[src/include/board_config.svh]
////////////////////////////////////////
// Pin map and fixed widths of the board harness.
// Included by the package and by every RTL block that picks pins by index.
////////////////////////////////////////

`ifndef BOARD_CONFIG_SVH
`define BOARD_CONFIG_SVH

// Widths of the SoC pin vectors.
`define BOARD_IN_PINS    8
`define BOARD_OUT_PINS   12
`define BOARD_INOUT_PINS 20

// Input pins, read by the SoC.
`define IN_PIN_SER0_RX     0
`define IN_PIN_RS485_RX    1
`define IN_PIN_APPSPI_CIPO 2
`define IN_PIN_MB3         3
`define IN_PIN_MB8         4

// Output pins, driven by the SoC.
`define OUT_PIN_SER0_TX     0
`define OUT_PIN_RS485_TX    1
`define OUT_PIN_APPSPI_SCK  2
`define OUT_PIN_APPSPI_CS   3
`define OUT_PIN_APPSPI_COPI 4
`define OUT_PIN_MB4         5
`define OUT_PIN_MB7         6
`define OUT_PIN_MB10        7

// Bidirectional pins.
// The first six carry the modelled I2C buses.
`define INOUT_PIN_RPH_G0     0
`define INOUT_PIN_RPH_G1     1
`define INOUT_PIN_RPH_G2_SDA 2
`define INOUT_PIN_RPH_G3_SCL 3
`define INOUT_PIN_SCL1       4
`define INOUT_PIN_SDA1       5
`define INOUT_PIN_SCL0       6
`define INOUT_PIN_SDA0       7
`define INOUT_PIN_MB5        8
`define INOUT_PIN_MB6        9
`define INOUT_PIN_PMOD1_1    10
`define INOUT_PIN_PMOD1_2    11
`define INOUT_PIN_PMOD1_3    12
`define INOUT_PIN_PMOD1_4    13
`define INOUT_PIN_PMOD0_1    14
`define INOUT_PIN_AH_TMPIO0  15
`define INOUT_PIN_AH_TMPIO1  16
`define INOUT_PIN_AH_TMPIO8  17
`define INOUT_PIN_AH_TMPIO9  18

// Modelled I2C buses and their position in the bus vectors.
`define I2C_BUSES       3
`define I2C_BUS_HAT_ID  0
`define I2C_BUS_HAT_SEC 1
`define I2C_BUS_QWIIC1  2

// Other fixed widths.
`define CHERI_ERR_WIDTH 9
`define LOOPBACK_WIDTH  5

`endif
[src/hdl/board_pkg.sv]
////////////////////////////////////////
// Shared vector types of the board harness.
// Referenced by scoped name from the RTL and the testbench.
////////////////////////////////////////

`default_nettype none

`include "board_config.svh"

package board_pkg;

  // Pins the SoC reads, one bit per pin.
  typedef logic [`BOARD_IN_PINS-1:0] in_pins_t;

  // Pins the SoC drives, one bit per pin.
  typedef logic [`BOARD_OUT_PINS-1:0] out_pins_t;

  // Bidirectional pins.
  // Same shape for the drive, the enable and the read direction.
  typedef logic [`BOARD_INOUT_PINS-1:0] inout_pins_t;

  // One SCL or SDA line per modelled I2C bus.
  typedef logic [`I2C_BUSES-1:0] i2c_lines_t;

  // One bit per CHERI error kind.
  // Bit 0 bounds, 1 tag, 2 seal, 3 to 8 the permit checks.
  typedef logic [`CHERI_ERR_WIDTH-1:0] cheri_err_t;

endpackage

`default_nettype wire

[src/hdl/board_harness_top.sv]
////////////////////////////////////////
// Top of the board pin harness.
// Sits between the SoC pin vectors and the device models.
////////////////////////////////////////

`timescale 1ns/1ps
`default_nettype none

module board_harness_top (
  input  wire logic                   clk_i,
  input  wire logic                   rst_ni,
  // SoC pin vectors.
  input  wire board_pkg::out_pins_t   out_to_pins_i,
  input  wire board_pkg::inout_pins_t inout_to_pins_i,
  input  wire board_pkg::inout_pins_t inout_to_pins_en_i,
  input  wire logic                   rs485_tx_enable_i,
  input  wire logic                   rs485_rx_enable_i,
  output board_pkg::in_pins_t         in_from_pins_o,
  output board_pkg::inout_pins_t      inout_from_pins_o,
  // System UART.
  input  wire logic                   uart_rx_i,
  output logic                        uart_tx_o,
  // RS485 line.
  input  wire logic                   rs485_line_rx_i,
  output logic                        rs485_line_tx_o,
  // Application SPI flash.
  input  wire logic                   flash_cipo_i,
  output logic                        flash_sck_o,
  output logic                        flash_cs_o,
  output logic                        flash_copi_o,
  // PMOD1 SPI device.
  input  wire logic                   pmod_cipo_i,
  output logic                        pmod_sck_o,
  output logic                        pmod_cs_o,
  output logic                        pmod_copi_o,
  // I2C buses.
  input  wire board_pkg::i2c_lines_t  i2c_scl_dev_i,
  input  wire board_pkg::i2c_lines_t  i2c_sda_dev_i,
  output board_pkg::i2c_lines_t       i2c_scl_o,
  output board_pkg::i2c_lines_t       i2c_sda_o,
  // CHERI error tracking.
  input  wire board_pkg::cheri_err_t  cheri_err_i,
  output board_pkg::cheri_err_t       cheri_seen_o,
  output board_pkg::cheri_err_t       cheri_new_o
);

  // Read-pin contributions, each with only its own bits set.
  board_pkg::inout_pins_t router_inout_rd;
  board_pkg::inout_pins_t i2c_inout_rd;

  pin_router pin_router_i (
    .clk_i              (clk_i),
    .rst_ni             (rst_ni),
    .out_to_pins_i      (out_to_pins_i),
    .inout_to_pins_i    (inout_to_pins_i),
    .inout_to_pins_en_i (inout_to_pins_en_i),
    .rs485_tx_enable_i  (rs485_tx_enable_i),
    .rs485_rx_enable_i  (rs485_rx_enable_i),
    .in_from_pins_o     (in_from_pins_o),
    .inout_from_pins_o  (router_inout_rd),
    .uart_rx_i          (uart_rx_i),
    .uart_tx_o          (uart_tx_o),
    .rs485_line_rx_i    (rs485_line_rx_i),
    .rs485_line_tx_o    (rs485_line_tx_o),
    .flash_cipo_i       (flash_cipo_i),
    .flash_sck_o        (flash_sck_o),
    .flash_cs_o         (flash_cs_o),
    .flash_copi_o       (flash_copi_o),
    .pmod_cipo_i        (pmod_cipo_i),
    .pmod_sck_o         (pmod_sck_o),
    .pmod_cs_o          (pmod_cs_o),
    .pmod_copi_o        (pmod_copi_o)
  );

  i2c_bus_fabric i2c_bus_fabric_i (
    .inout_to_pins_i    (inout_to_pins_i),
    .inout_to_pins_en_i (inout_to_pins_en_i),
    .i2c_scl_dev_i      (i2c_scl_dev_i),
    .i2c_sda_dev_i      (i2c_sda_dev_i),
    .i2c_scl_o          (i2c_scl_o),
    .i2c_sda_o          (i2c_sda_o),
    .inout_from_pins_o  (i2c_inout_rd)
  );

  cheri_err_monitor cheri_err_monitor_i (
    .clk_i        (clk_i),
    .rst_ni       (rst_ni),
    .cheri_err_i  (cheri_err_i),
    .cheri_seen_o (cheri_seen_o),
    .cheri_new_o  (cheri_new_o)
  );

  // The two owners never share a bit, so OR is a plain merge.
  assign inout_from_pins_o = router_inout_rd | i2c_inout_rd;

endmodule

`default_nettype wire

[src/hdl/cheri_err_monitor.sv]
////////////////////////////////////////
// Sticky record of CHERI error kinds.
// Pulses each kind once, on its first occurrence.
////////////////////////////////////////

`timescale 1ns/1ps
`default_nettype none

module cheri_err_monitor (
  input  wire logic                  clk_i,
  input  wire logic                  rst_ni,
  input  wire board_pkg::cheri_err_t cheri_err_i,
  output board_pkg::cheri_err_t      cheri_seen_o,
  output board_pkg::cheri_err_t      cheri_new_o
);

  board_pkg::cheri_err_t seen_q;
  board_pkg::cheri_err_t new_q;
  // Kinds raised now that were never raised before.
  board_pkg::cheri_err_t first_hit;

  // The error lines drive LEDs and are modulated.
  // A kind repeats many times, so only the first rise counts.
  assign first_hit = cheri_err_i & ~seen_q;

  always_ff @(posedge clk_i or negedge rst_ni) begin
    if (!rst_ni) begin
      seen_q <= '0;
      new_q  <= '0;
    end else begin
      // Accumulate, never clear outside reset.
      seen_q <= seen_q | cheri_err_i;
      // One cycle pulse per kind.
      new_q  <= first_hit;
    end
  end

  assign cheri_seen_o = seen_q;
  assign cheri_new_o  = new_q;

endmodule

`default_nettype wire

[src/hdl/i2c_bus_fabric.sv]
////////////////////////////////////////
// Open-drain resolution of the modelled I2C buses.
// Fills the I2C read pins, unmodelled ones read high.
////////////////////////////////////////

`timescale 1ns/1ps
`default_nettype none

`include "board_config.svh"

module i2c_bus_fabric (
  input  wire board_pkg::inout_pins_t inout_to_pins_i,
  input  wire board_pkg::inout_pins_t inout_to_pins_en_i,
  // Pull-downs from the device models.
  input  wire board_pkg::i2c_lines_t  i2c_scl_dev_i,
  input  wire board_pkg::i2c_lines_t  i2c_sda_dev_i,
  // Controller drive towards the devices.
  output board_pkg::i2c_lines_t       i2c_scl_o,
  output board_pkg::i2c_lines_t       i2c_sda_o,
  output board_pkg::inout_pins_t      inout_from_pins_o
);

  // Per-bus drive and enable gathered from the pin vectors.
  board_pkg::i2c_lines_t scl_drv, scl_en;
  board_pkg::i2c_lines_t sda_drv, sda_en;
  // Resolved bus levels.
  board_pkg::i2c_lines_t scl_bus, sda_bus;

  always_comb begin
    // HAT ID EEPROM bus.
    scl_drv[`I2C_BUS_HAT_ID] = inout_to_pins_i[`INOUT_PIN_RPH_G1];
    scl_en[`I2C_BUS_HAT_ID]  = inout_to_pins_en_i[`INOUT_PIN_RPH_G1];
    sda_drv[`I2C_BUS_HAT_ID] = inout_to_pins_i[`INOUT_PIN_RPH_G0];
    sda_en[`I2C_BUS_HAT_ID]  = inout_to_pins_en_i[`INOUT_PIN_RPH_G0];
    // HAT secondary bus, shared with GPIO2/3.
    scl_drv[`I2C_BUS_HAT_SEC] = inout_to_pins_i[`INOUT_PIN_RPH_G3_SCL];
    scl_en[`I2C_BUS_HAT_SEC]  = inout_to_pins_en_i[`INOUT_PIN_RPH_G3_SCL];
    sda_drv[`I2C_BUS_HAT_SEC] = inout_to_pins_i[`INOUT_PIN_RPH_G2_SDA];
    sda_en[`I2C_BUS_HAT_SEC]  = inout_to_pins_en_i[`INOUT_PIN_RPH_G2_SDA];
    // QWIIC1 connector.
    scl_drv[`I2C_BUS_QWIIC1] = inout_to_pins_i[`INOUT_PIN_SCL1];
    scl_en[`I2C_BUS_QWIIC1]  = inout_to_pins_en_i[`INOUT_PIN_SCL1];
    sda_drv[`I2C_BUS_QWIIC1] = inout_to_pins_i[`INOUT_PIN_SDA1];
    sda_en[`I2C_BUS_QWIIC1]  = inout_to_pins_en_i[`INOUT_PIN_SDA1];
  end

  // A line is pulled low only when enabled and driven to zero.
  assign i2c_scl_o = ~scl_en | scl_drv;
  assign i2c_sda_o = ~sda_en | sda_drv;

  // Wired AND with the devices.
  // The controller must see its own traffic on the bus, or it flags contention.
  assign scl_bus = i2c_scl_o & i2c_scl_dev_i;
  assign sda_bus = i2c_sda_o & i2c_sda_dev_i;

  always_comb begin
    inout_from_pins_o = '0;
    inout_from_pins_o[`INOUT_PIN_RPH_G1]     = scl_bus[`I2C_BUS_HAT_ID];
    inout_from_pins_o[`INOUT_PIN_RPH_G0]     = sda_bus[`I2C_BUS_HAT_ID];
    inout_from_pins_o[`INOUT_PIN_RPH_G3_SCL] = scl_bus[`I2C_BUS_HAT_SEC];
    inout_from_pins_o[`INOUT_PIN_RPH_G2_SDA] = sda_bus[`I2C_BUS_HAT_SEC];
    inout_from_pins_o[`INOUT_PIN_SCL1]       = scl_bus[`I2C_BUS_QWIIC1];
    inout_from_pins_o[`INOUT_PIN_SDA1]       = sda_bus[`I2C_BUS_QWIIC1];
    // No device on SCL0/SDA0 or the mikroBUS bus, only the board pull-ups.
    inout_from_pins_o[`INOUT_PIN_SCL0] = 1'b1;
    inout_from_pins_o[`INOUT_PIN_SDA0] = 1'b1;
    inout_from_pins_o[`INOUT_PIN_MB5]  = 1'b1;
    inout_from_pins_o[`INOUT_PIN_MB6]  = 1'b1;
  end

endmodule

`default_nettype wire

[src/hdl/pin_router.sv]
////////////////////////////////////////
// Routes SoC pins to UART, RS485 and SPI device lines.
// Also holds the registered loopback path.
////////////////////////////////////////

`timescale 1ns/1ps
`default_nettype none

`include "board_config.svh"

module pin_router (
  input  wire logic                   clk_i,
  input  wire logic                   rst_ni,
  // SoC side.
  input  wire board_pkg::out_pins_t   out_to_pins_i,
  input  wire board_pkg::inout_pins_t inout_to_pins_i,
  input  wire board_pkg::inout_pins_t inout_to_pins_en_i,
  input  wire logic                   rs485_tx_enable_i,
  input  wire logic                   rs485_rx_enable_i,
  output board_pkg::in_pins_t         in_from_pins_o,
  output board_pkg::inout_pins_t      inout_from_pins_o,
  // System UART.
  input  wire logic                   uart_rx_i,
  output logic                        uart_tx_o,
  // RS485 line.
  input  wire logic                   rs485_line_rx_i,
  output logic                        rs485_line_tx_o,
  // Application SPI flash.
  input  wire logic                   flash_cipo_i,
  output logic                        flash_sck_o,
  output logic                        flash_cs_o,
  output logic                        flash_copi_o,
  // SPI device on PMOD1.
  input  wire logic                   pmod_cipo_i,
  output logic                        pmod_sck_o,
  output logic                        pmod_cs_o,
  output logic                        pmod_copi_o
);

  // Gathered loopback sources and their registered copy.
  logic [`LOOPBACK_WIDTH-1:0] loopback_d;
  logic [`LOOPBACK_WIDTH-1:0] loopback_q;

  // RS485 receive as seen by the SoC.
  logic rs485_rx;

  // System UART goes straight through.
  assign uart_tx_o = out_to_pins_i[`OUT_PIN_SER0_TX];

  // Transmit idles high while the driver is off.
  assign rs485_line_tx_o = rs485_tx_enable_i ? out_to_pins_i[`OUT_PIN_RS485_TX] : 1'b1;

  // Receiver output reads low while the receiver is off.
  assign rs485_rx = rs485_rx_enable_i ? rs485_line_rx_i : 1'b0;

  // Flash lines have dedicated output pins.
  assign flash_sck_o  = out_to_pins_i[`OUT_PIN_APPSPI_SCK];
  assign flash_cs_o   = out_to_pins_i[`OUT_PIN_APPSPI_CS];
  assign flash_copi_o = out_to_pins_i[`OUT_PIN_APPSPI_COPI];

  // PMOD1 lines are shared pins.
  // Each one floats high on the board unless its enable is set.
  assign pmod_cs_o = inout_to_pins_en_i[`INOUT_PIN_PMOD1_1] ?
                     inout_to_pins_i[`INOUT_PIN_PMOD1_1] : 1'b1;
  assign pmod_copi_o = inout_to_pins_en_i[`INOUT_PIN_PMOD1_2] ?
                       inout_to_pins_i[`INOUT_PIN_PMOD1_2] : 1'b1;
  assign pmod_sck_o = inout_to_pins_en_i[`INOUT_PIN_PMOD1_4] ?
                      inout_to_pins_i[`INOUT_PIN_PMOD1_4] : 1'b1;

  // Loopback sources, most significant first.
  // TMPIO8 to TMPIO9, TMPIO1 to TMPIO0, MB10 PWM to PMOD0_1.
  // MB7 UART TX to MB8, MB4 SPI COPI to MB3.
  assign loopback_d = {
    inout_to_pins_i[`INOUT_PIN_AH_TMPIO8],
    inout_to_pins_i[`INOUT_PIN_AH_TMPIO1],
    out_to_pins_i[`OUT_PIN_MB10],
    out_to_pins_i[`OUT_PIN_MB7],
    out_to_pins_i[`OUT_PIN_MB4]
  };

  // One register stage breaks the loop from output pins back to read pins.
  always_ff @(posedge clk_i or negedge rst_ni) begin
    if (!rst_ni) begin
      loopback_q <= '0;
    end else begin
      loopback_q <= loopback_d;
    end
  end

  // Read pins owned here.
  // All other bits stay zero so the top level can OR them in.
  always_comb begin
    in_from_pins_o = '0;
    in_from_pins_o[`IN_PIN_SER0_RX]     = uart_rx_i;
    in_from_pins_o[`IN_PIN_RS485_RX]    = rs485_rx;
    in_from_pins_o[`IN_PIN_APPSPI_CIPO] = flash_cipo_i;
    in_from_pins_o[`IN_PIN_MB8]         = loopback_q[1];
    in_from_pins_o[`IN_PIN_MB3]         = loopback_q[0];
  end

  always_comb begin
    inout_from_pins_o = '0;
    // Data back from the PMOD1 SPI device.
    inout_from_pins_o[`INOUT_PIN_PMOD1_3]   = pmod_cipo_i;
    inout_from_pins_o[`INOUT_PIN_AH_TMPIO9] = loopback_q[4];
    inout_from_pins_o[`INOUT_PIN_AH_TMPIO0] = loopback_q[3];
    inout_from_pins_o[`INOUT_PIN_PMOD0_1]   = loopback_q[2];
  end

endmodule

`default_nettype wire

[config.mk]
export PLATFORM = sky130hd
export DESIGN_NAME = board_harness_top
export DESIGN_NICKNAME = d
export VERILOG_FILES = /design/src/hdl/board_pkg.sv /design/src/hdl/board_harness_top.sv /design/src/hdl/cheri_err_monitor.sv /design/src/hdl/i2c_bus_fabric.sv /design/src/hdl/pin_router.sv
export VERILOG_INCLUDE_DIRS = /design/src /design/src/include
export SDC_FILE = /design/constraint.sdc
export NUM_CORES = 1
export LEC_CHECK = 0
export BUFFER_PORTS_ARGS = -buffer_cell sky130_fd_sc_hd__buf_2
export CAP_MARGIN = 20
export CORE_MARGIN = 5
export CORE_UTILIZATION = 35
export DETAILED_ROUTE_END_ITERATION = 7
export HOLD_SLACK_MARGIN = 0.12
export PLACE_DENSITY = 0.8
export SETUP_SLACK_MARGIN = 0.2
export SLEW_MARGIN = 20
export SYNTH_ARGS = -nofsm -noshare
export SYNTH_HDL_FRONTEND = slang
export SYNTH_HIERARCHICAL = 1
export SYNTH_SLANG_ARGS = --single-unit
[constraint.sdc]
create_clock -name clk_i -period 0.8 [get_ports clk_i]
set_input_delay 0.08 -clock clk_i [delete_from_list [all_inputs] [get_ports clk_i]]
set_output_delay 0.08 -clock clk_i [all_outputs]
set_load 0.01 [all_outputs]
==> results of run 1 <==
[cells in the mapped netlist (all sizes together)]
cell type	count	area, µm²
conb	3	11.3
or2	29	181
buf	41	308
and2	7	58.8
nand2b	10	108
nor2b	9	56.3
dfrtp	23	576
[kinds of logic after synthesis]
| kind of cell | count (synthesis) | share of synthesized area, % |
|---|---|---|
| and+or+nand+nor | 55 | 31.1 |
| buffers and inverters | 41 | 23.7 |
| DFF | 23 | 44.3 |
| other | 3 | 0.867 |
[per-layer routing]
| layer | wire (µm) | part of all wire [%] | vias up | GRT usage (%) |
|---|---|---|---|---|
| li1 | - | - | 474 | - |
| met2 | 1400 | 54 | 58 | 18.9 |
| met1 | 791 | 30 | 434 | 9.09 |
| met4 | 46 | 1.8 | 0 | 4.18 |
| met5 | 0 | 0 | - | 0 |
| met3 | 359 | 14 | 4 | 4.83 |
[layout make-up]
type | instances | area (µm²) | share of cell area, %
Tap cell | 48 | 60.1 | 3.07
Clock buffer | 3 | 41.3 | 2.11
Clock inverter | 1 | 5.00 | 0.256
Sequential cell | 23 | 576 | 29.4
Timing Repair Buffer | 100 | 714 | 36.6
Multi-Input combinational cell | 88 | 558 | 28.6
[worst paths after layout]
kind	endpoint	slack, ns
setup / recovery	inout_from_pins_o[14]	-0.23
hold / removal	cheri_err_monitor_i/cheri_seen_o[8]	0.02
setup reg to reg	cheri_err_monitor_i/cheri_seen_o[7]	-0.04
hold reg to reg	cheri_err_monitor_i/cheri_new_o[8]	0.48
max in group asynchronous	pin_router_i/loopback_q[1]	0.39
min in group asynchronous	cheri_err_monitor_i/cheri_new_o[3]	0.28
[where the power goes]
part / internal, W / switching [W]
Sequential: 0.00117 / 0.00000344
Clock: 0.000346 / 0.000336
Combinational: 0.000293 / 0.000186
Total: 0.00181 / 0.000525
[sequential cells by signal, summed over array words and instances, names as in the netlist]
| signal | flops |
|---|---|
| cheri_err_monitor_i/cheri_new_o | 9 |
| pin_router_i/loopback_q | 5 |
| cheri_err_monitor_i/cheri_seen_o | 9 |
[what timing repair did]
action                                  4_1_cts  5_1_grt
buffers inserted                              5        3
endpoints found under the setup margin       38       45
gates resized for setup                      16       15
endpoints found under the hold margin        46       18
[per-stage QoR]
step	instance area, µm²	instances	setup WS (ns)
after floorplan	1430	152	0.0747
after global placement	1620	245	-0.0477
after detailed placement	1620	245	-0.0600
after CTS	1860	260	-0.248
after global routing	1950	263	-0.273
final	1950	263	-0.226
==> summary.md, run 1 <==
| Metric | Value |
|---|---|
| Status | `finished, violations left` |
| Violated checks | `negative setup slack` |
| DIE AREA | `5030 µm²` |
| Worst Hold Class | `in -> reg` |
| Worst reg-to-reg path cell count | `2` |
| Grt ovf | `0` |
| H-tree depth | `1` |
| Vias in the first global route | `1,029` |
| Max Root-Sink Buffers | `2` |
| Drt via density | `3.69` |
| Post-DRT Antenna Nets | `0` |
| Period utilization | `128%` |
| Netlist cell types | `9` |
| Antenna cells | `0` |
| Num ports | `135` |
| Final core occ | `53.8%` |
| Largest net degree at the start of global routing | `24` |
| Final setup viols | `37` |
| Setup_tns | `-2.17 ns` |
| Via count | `970` |
| Critical Path Sink Type | `output pin` |
| Die W | `70.9 µm` |
| Drt total wl | `2.59 mm` |
| Share of cells above drive strength 1 | `54.9%` |
| Synthesis-stage register bit count | `23` |
| DRT Pass-1 Iters | `4` |
| Fillcell total | `346` |
| CP Buf/Inv Count | `1` |
| Most common cell after layout, fill and taps aside | `buf_2` |
| Hold path depth | `2` |
| RSZ-0062 raised after global routing | `true` |
| Syn Area/Cell | `10.6 µm²` |
| Final net count | `291` |
| Max-cap viol count | `0` |
| WP depth | `2` |
| Core area | `3630 µm²` |
| Max rail drop VDD | `0.000737 V` |
| CP Class | `reg -> out` |
| Worst skew pair latency | `0.25 ns` |
| Startpoint types | `flop` |
| Row cnt | `22` |
| Worst hold slack | `0.0169 ns` |
| Initial Util | `35.7%` |
| Final hold vios | `0` |
| CP arrival | `0.95 ns` |
| CP max stage cell | `dfrtp_1` |
| Fmax | `0.975 GHz` |
| Mapped Cells | `122` |
| Commonest non-fill, non-tap cells in the layout | `66 x buf_2, 33 x conb_1, 27 x buf_6` |
| DRC Markers | `0` |
| Hpwl dp | `2.06 mm` |
| RePlAce Congestion | `0.700` |
| Ys Warns | `6` |
| Initial antenna violation count | `0` |
| CTS tree | `built` |
| Seq/Total Area, Yosys | `44.3%` |
| CTS Sinks | `23` |
| Crit path max fanout | `1` |
| Cells along the critical path | `or2_1 -> buf_2` |
| Final min period | `1.03 ns` |
| Reg clk slew, reported paths | `0.08 ns` |
| Die height | `70.9 µm` |
| Total power | `0.00234 W` |
| Root buffer cell | `clkbuf_8` |
| Pleak | `1.02 nW` |
| Hold Buf Count CTS | `6` |
| Synth Cell Area | `1300 µm²` |
| Setup crit start | `pin_router_i/loopback_q[2]` |
| CTS Buf Count | `3` |
| CP top delay family | `flip-flops` |
| Initial DRC Count | `17` |
| Total Routing Usage GR | `10.1%` |
| Worst reg2reg startpoint | `cheri_err_monitor_i/cheri_seen_o[7]` |
| Hold wc startpoint | `cheri_err_i[8]` |
| Clk_skew | `0.000422 ns` |
| Routed WL per cell | `9.86 µm` |
| Port Buffer Count | `85` |
| PwrDens | `1200 nW/µm²` |
| Min setup slack post-route | `-0.226 ns` |
| Area growth syn-to-layout | `50.5%` |
| Slew Limit Fails | `0` |
| First-pass GRT wire length | `4.13 mm` |
| Worst endpoint required time | `0.72 ns` |
| CP max stage delay | `0.36 ns` |
Power figures use the tool's default switching activity.
==> inputs of run 2 (changes only) <==
Settings changed: ABC_AREA set to 1, CORE_UTILIZATION 35 to 36, CTS_BUF_LIST set to sky130_fd_sc_hd__clkbuf_16, PLACE_DENSITY 0.8 to 0.79.
==> summary.md, run 2 <==
| Metric | Value |
|---|---|
| CTS tree | `built` |
| Final min period | `0.909 ns` |
| Critical Path Sink Type | `output pin` |
| Hpwl dp | `2.28 mm` |
| WP depth | `3` |
| Total Routing Usage GR | `11.0%` |
| DIE AREA | `5280 µm²` |
| Largest net degree at the start of global routing | `24` |
| Row cnt | `22` |
| Initial Util | `37.7%` |
| Startpoint types | `flop` |
| Syn Area/Cell | `7.17 µm²` |
| Synth area leaders | `dfrtp_1 41%, buf_4 22%, inv_1 20%, nand2_1 11%, a21oi_2 3.7%` |
| Worst Hold Class | `in -> async` |
| Num ports | `135` |
| Routed WL per cell | `9.59 µm` |
| DRC Markers | `0` |
| Worst setup path end | `inout_from_pins_o[15]` |
| Worst reg-to-reg path cell count | `4` |
| Slew Limit Fails | `0` |
| Seq/Total Area, Yosys | `40.7%` |
| Synth Cell Area | `1410 µm²` |
| Die height | `72.6 µm` |
| Asr flop ratio synth | `100%` |
| Hold Buf Count CTS | `5` |
| Place WS | `0.152 ns` |
| Die W | `72.6 µm` |
| Area growth syn-to-layout | `50.2%` |
| Worst reg2reg startpoint | `cheri_err_monitor_i/cheri_seen_o[5]` |
| Drt via density | `3.59` |
| Initial antenna violation count | `0` |
| Final hold vios | `23` |
| Count leader, synth | `inv_1` |
| Reg-to-reg slack, setup | `0 ns` |
| CP Class | `reg -> out` |
| Share of cells above drive strength 1 | `44.2%` |
| Commonest non-fill, non-tap cells in the layout | `67 x buf_2, 60 x inv_1, 38 x nand2_1` |
| P_int | `0.00209 W` |
| CP max stage delay | `0.36 ns` |
| RSZ-0062 raised after global routing | `true` |
| Reg2reg end | `cheri_err_monitor_i/cheri_seen_o[5]` |
| Worst hold slack | `-0.209 ns` |
| Max_slew headroom | `66.2%` |
| Status | `finished, violations left` |
| Clk_skew | `0.00153 ns` |
| Via count | `1,222` |
| Core area | `3740 µm²` |
| Netlist cell types | `7` |
| Drt total wl | `3.26 mm` |
| H-tree depth | `1` |
| CP Buf/Inv Count | `2` |
| Cells along the critical path | `inv_1 -> nand2_1 -> buf_2` |
| Worst skew pair latency | `0.25 ns` |
| Top FF cell, synth | `dfrtp_1` |
| Antenna cells | `0` |
| Synthesis-stage register bit count | `23` |
| Sw frac | `23.8%` |
| CP top delay family | `flip-flops` |
| Yosys top cell area share | `40.7%` |
| Clock network power share | `38.7%` |
| Vias in the first global route | `1,149` |
| CP arrival | `0.83 ns` |
| Min setup slack post-route | `-0.109 ns` |
| Pleak | `1.29 nW` |
| Worst endpoint required time | `0.72 ns` |
| Final setup viols | `24` |
| Most area-hungry cell type in the Yosys netlist | `dfrtp_1` |
| RePlAce Congestion | `0.666` |
| Reg clk slew, reported paths | `0.06 ns` |
| Post-DRT Antenna Nets | `0` |
| Fmax | `1.10 GHz` |
| Sw Pwr | `0.000654 W` |
| Dpl cells | `319` |
| Port Buffer Count | `85` |
| Worst-margin pin slew | `0.507 ns` |
| Final core occ | `56.7%` |
| Max-cap viol count | `0` |
| CTS Sinks | `23` |
| Most common cell after layout, fill and taps aside | `buf_2` |
| Setup crit start | `pin_router_i/loopback_q[3]` |
| EDFF count, synth | `0` |
| CTS Buf Count | `3` |
| Post-synth top cells | `75 x inv_1, 41 x buf_4, 40 x nand2_1` |
| Ys Warns | `6` |
| Final net count | `368` |
| Max Root-Sink Buffers | `2` |
| Mapped Cells | `197` |
| Post-Layout Cell Count | `340` |
| Initial DRC Count | `9` |
| Grt ovf | `0` |
| Violated checks | `negative hold slack, negative setup slack` |
| Crit path max fanout | `1` |
| DRT Pass-1 Iters | `2` |
| CP max stage cell | `dfrtp_1` |
| Root buffer cell | `clkbuf_16` |
| First-pass GRT wire length | `4.68 mm` |
| PwrDens | `1300 nW/µm²` |
| Period utilization | `114%` |
| Seq pwr share | `42.9%` |
| Max rail drop VDD | `0.00130 V` |
| Combinational power share | `18.4%` |
## run 2: cell count changes after synthesis, moves of 4 or more
cell      before  now
inv_1          0   75
or2_1         29    0
a21oi_2        0    6
nor2b_1        9    0
and2_4         6    0
nand2b_4       6    0
nand2b_1       4    0
nor2_1         0    9
nand2_1        0   40
## run 2: power groups by stage
stage | clock network [W] | logic (W) | registers, W
finish | 0.00106 | 0.000505 | 0.00118
global route | 0.00115 | 0.000568 | 0.00118
floorplan | 0 | 0.000346 | 0.00120
detailed placement | 0 | 0.000398 | 0.00120
CTS | 0.00108 | 0.000445 | 0.00118
global placement | 0 | 0.000387 | 0.00120
## run 2: logic make-up (layout without fill, tap and decap cells)
logic type / Yosys count / in the layout / share of synthesized area [%]
buf+inv: 116 / 181 / 41.7
flops: 23 / 23 / 40.7
compound gates: 6 / 6 / 3.72
other cells: 3 / 33 / 0.797
simple gates: 49 / 49 / 13.0
## run 2: worst min path at each step
stage,start,endpoint,slack [ns]
after global routing,rst_ni,cheri_err_monitor_i/cheri_seen_o[1],-0.17
final,rst_ni,cheri_err_monitor_i/cheri_seen_o[1],-0.21
after floorplan,rst_ni,cheri_err_monitor_i/cheri_new_o[0],-0.22
after global placement,rst_ni,cheri_err_monitor_i/cheri_new_o[0],0.07
after CTS,rst_ni,cheri_err_monitor_i/cheri_seen_o[5],-0.19
after detailed placement,rst_ni,cheri_err_monitor_i/cheri_new_o[3],0.08
## run 2: final cells by class
| cell class | count | area, µm² |
|---|---|---|
| Multi-Input combinational cell | 88 | 393 |
| Clock buffer | 3 | 75.1 |
| Fill cell | 341 | 1620 |
| Sequential cell | 23 | 576 |
| Inverter | 75 | 292 |
| Timing Repair Buffer | 102 | 722 |
| Tap cell | 48 | 60.1 |
| Clock inverter | 1 | 5.00 |
## run 2: repair_timing
action,in CTS,in global routing
hold endpoints to repair,46,39
setup endpoints to repair,29,47
gates resized for setup,18,41
pin swaps,16,13
setup buffers,9,3
## run 2: stage by stage
| stage | instance area [µm²] | power [W] | TNS [ns] | hold WS [ns] |
|---|---|---|---|---|
| after floorplan | 1530 | 0.00155 | 0 | -0.216 |
| after global placement | 1700 | 0.00159 | 0 | 0.0707 |
| after detailed placement | 1700 | 0.00160 | 0 | 0.0763 |
| after CTS | 1950 | 0.00271 | -1.26 | -0.190 |
| after global routing | 2120 | 0.00289 | -1.90 | -0.171 |
| final | 2120 | 0.00275 | -1.22 | -0.209 |
## run 2: layer usage
layer | global-route usage, % | vias up | part of all wire [%]
li1 | - | 635 | -
met3 | 3.03 | 2 | 12
met4 | 3.07 | 0 | 0.31
met1 | 10.5 | 520 | 31
met5 | 0 | - | 0
met2 | 22.4 | 65 | 56
==> inputs of run 3 (changes only) <==
Settings changed: SKIP_LAST_GASP set to 1.
==> summary.md, run 3 (synthesis gave the netlist of run 2 again) <==
| Metric | Value |
|---|---|
| Max_slew headroom | `66.6%` |
| Fmax | `1.10 GHz` |
| Num ports | `135` |
| Worst hold slack | `-0.211 ns` |
| Pleak | `1.30 nW` |
| H-tree depth | `1` |
| Reg clk slew, reported paths | `0.06 ns` |
| Largest net degree at the start of global routing | `24` |
| Port Buffer Count | `85` |
| Worst endpoint required time | `0.72 ns` |
| Crit path max fanout | `1` |
| CP Class | `reg -> out` |
| Total power | `0.00274 W` |
| Die W | `72.6 µm` |
| Final min period | `0.909 ns` |
| Violated checks | `negative hold slack, negative setup slack` |
| Initial DRC Count | `14` |
| Fillcell total | `342` |
| RePlAce Congestion | `0.666` |
| Commonest non-fill, non-tap cells in the layout | `67 x buf_2, 61 x inv_1, 39 x nand2_1` |
| Worst Hold Class | `in -> async` |
| Via count | `1,222` |
| Initial Util | `37.7%` |
| CTS tree | `built` |
| Antenna cells | `0` |
| Slew Limit Fails | `0` |
| Drt via density | `3.58` |
| Grt ovf | `0` |
| PwrDens | `1300 nW/µm²` |
| DIE AREA | `5280 µm²` |
| Status | `finished, violations left` |
| Worst skew pair latency | `0.25 ns` |
| Critical Path Sink Type | `output pin` |
| Area of the multi-input gates | `383 µm²` |
| Startpoint types | `flop` |
| Final hold vios | `23` |
| Row cnt | `22` |
| Drt total wl | `3.24 mm` |
| Final setup viols | `23` |
| Post-DRT Antenna Nets | `0` |
| Max-cap viol count | `0` |
| Die height | `72.6 µm` |
| Clk_skew | `0.00132 ns` |
| Area growth syn-to-layout | `49.2%` |
| Hpwl dp | `2.28 mm` |
| Final net count | `369` |
| First-pass GRT wire length | `4.61 mm` |
| Core area | `3740 µm²` |
| CP arrival | `0.83 ns` |
| Share of cells above drive strength 1 | `43.3%` |
| Vias in the first global route | `1,141` |
| Root buffer cell | `clkbuf_16` |
| Register area | `576 µm²` |
| DRT Pass-1 Iters | `2` |
| Total Routing Usage GR | `10.9%` |
| CTS Buf Count | `3` |
| Hold Buf Count CTS | `5` |
| Max Root-Sink Buffers | `2` |
| Most common cell after layout, fill and taps aside | `buf_2` |
| Worst-margin pin slew | `0.501 ns` |
| Initial antenna violation count | `0` |
| Routed WL per cell | `9.49 µm` |
| Max rail drop VDD | `0.00130 V` |
| Period utilization | `114%` |
| RSZ-0062 raised after global routing | `true` |
| Final core occ | `56.3%` |
| CTS Sinks | `23` |
| Min setup slack post-route | `-0.109 ns` |
| DRC Markers | `0` |
==> run 3: repair_timing <==
action / in CTS / in global routing
hold endpoints to repair: 46 / 39
resized for setup: 11 / 40
endpoints found under the setup margin: 29 / 47
pin swaps: 11 / 18
buffers inserted: 9 / 4
==> run 3: cell type report <==
class | count | area share, %
Tap cell | 48 | 2.85
Sequential cell | 23 | 27.3
Multi-Input combinational cell | 88 | 18.2
Clock buffer | 3 | 3.56
Inverter | 75 | 13.5
Timing Repair Buffer | 103 | 34.4
Clock inverter | 1 | 0.237
==> run 3: power by group <==
part	switching (W)	total, W	internal, W
Sequential	0.00000360	0.00118	0.00118
Clock	0.000393	0.00106	0.000671
Combinational	0.000252	0.000494	0.000242
==> run 3: final timing paths <==
| check | from | depth (start not counted) | slack, ns | end |
|---|---|---|---|---|
| setup reg to reg | cheri_err_monitor_i/cheri_seen_o[4] | 4 | 0 | cheri_err_monitor_i/cheri_seen_o[4] |
| hold / removal | rst_ni | 1 | -0.21 | cheri_err_monitor_i/cheri_seen_o[1] |
| min in group clk_i | cheri_err_i[6] | 3 | 0.03 | cheri_err_monitor_i/cheri_seen_o[6] |
| setup / recovery | pin_router_i/loopback_q[3] | 3 | -0.11 | inout_from_pins_o[15] |
| hold reg to reg | cheri_err_monitor_i/cheri_seen_o[0] | 1 | 0.45 | cheri_err_monitor_i/cheri_new_o[0] |
| max in group asynchronous | rst_ni | 1 | 0.67 | pin_router_i/loopback_q[2] |
==> run 3: stage by stage <==
stage                     TNS, ns  worst slack, ns  instances  instance area [µm²]  hold slack (ns)
after global routing        -1.92           -0.157        341                 2110           -0.171
after CTS                   -1.26           -0.122        337                 1940           -0.190
after detailed placement        0            0.152        319                 1700           0.0763
after global placement          0            0.163        319                 1700           0.0707
after floorplan                 0            0.189        227                 1530           -0.216
final                       -1.21           -0.109        341                 2110           -0.211
==> run 3: critical path, stage by stage, from the launching register on <==
cell and delay (ns):
dfrtp_1 0.36, inv_1 0.05, nand2_1 0.04, buf_2 0.13
==> run 3: routing by layer <==
metal / vias to the layer above / part of all wire, % / track usage (%)
met4: 0 / 0.28 / 3.07
li1: 637 / - / -
met5: - / 0 / 0
met3: 2 / 12 / 2.89
met2: 65 / 57 / 22.0
met1: 518 / 31 / 10.4
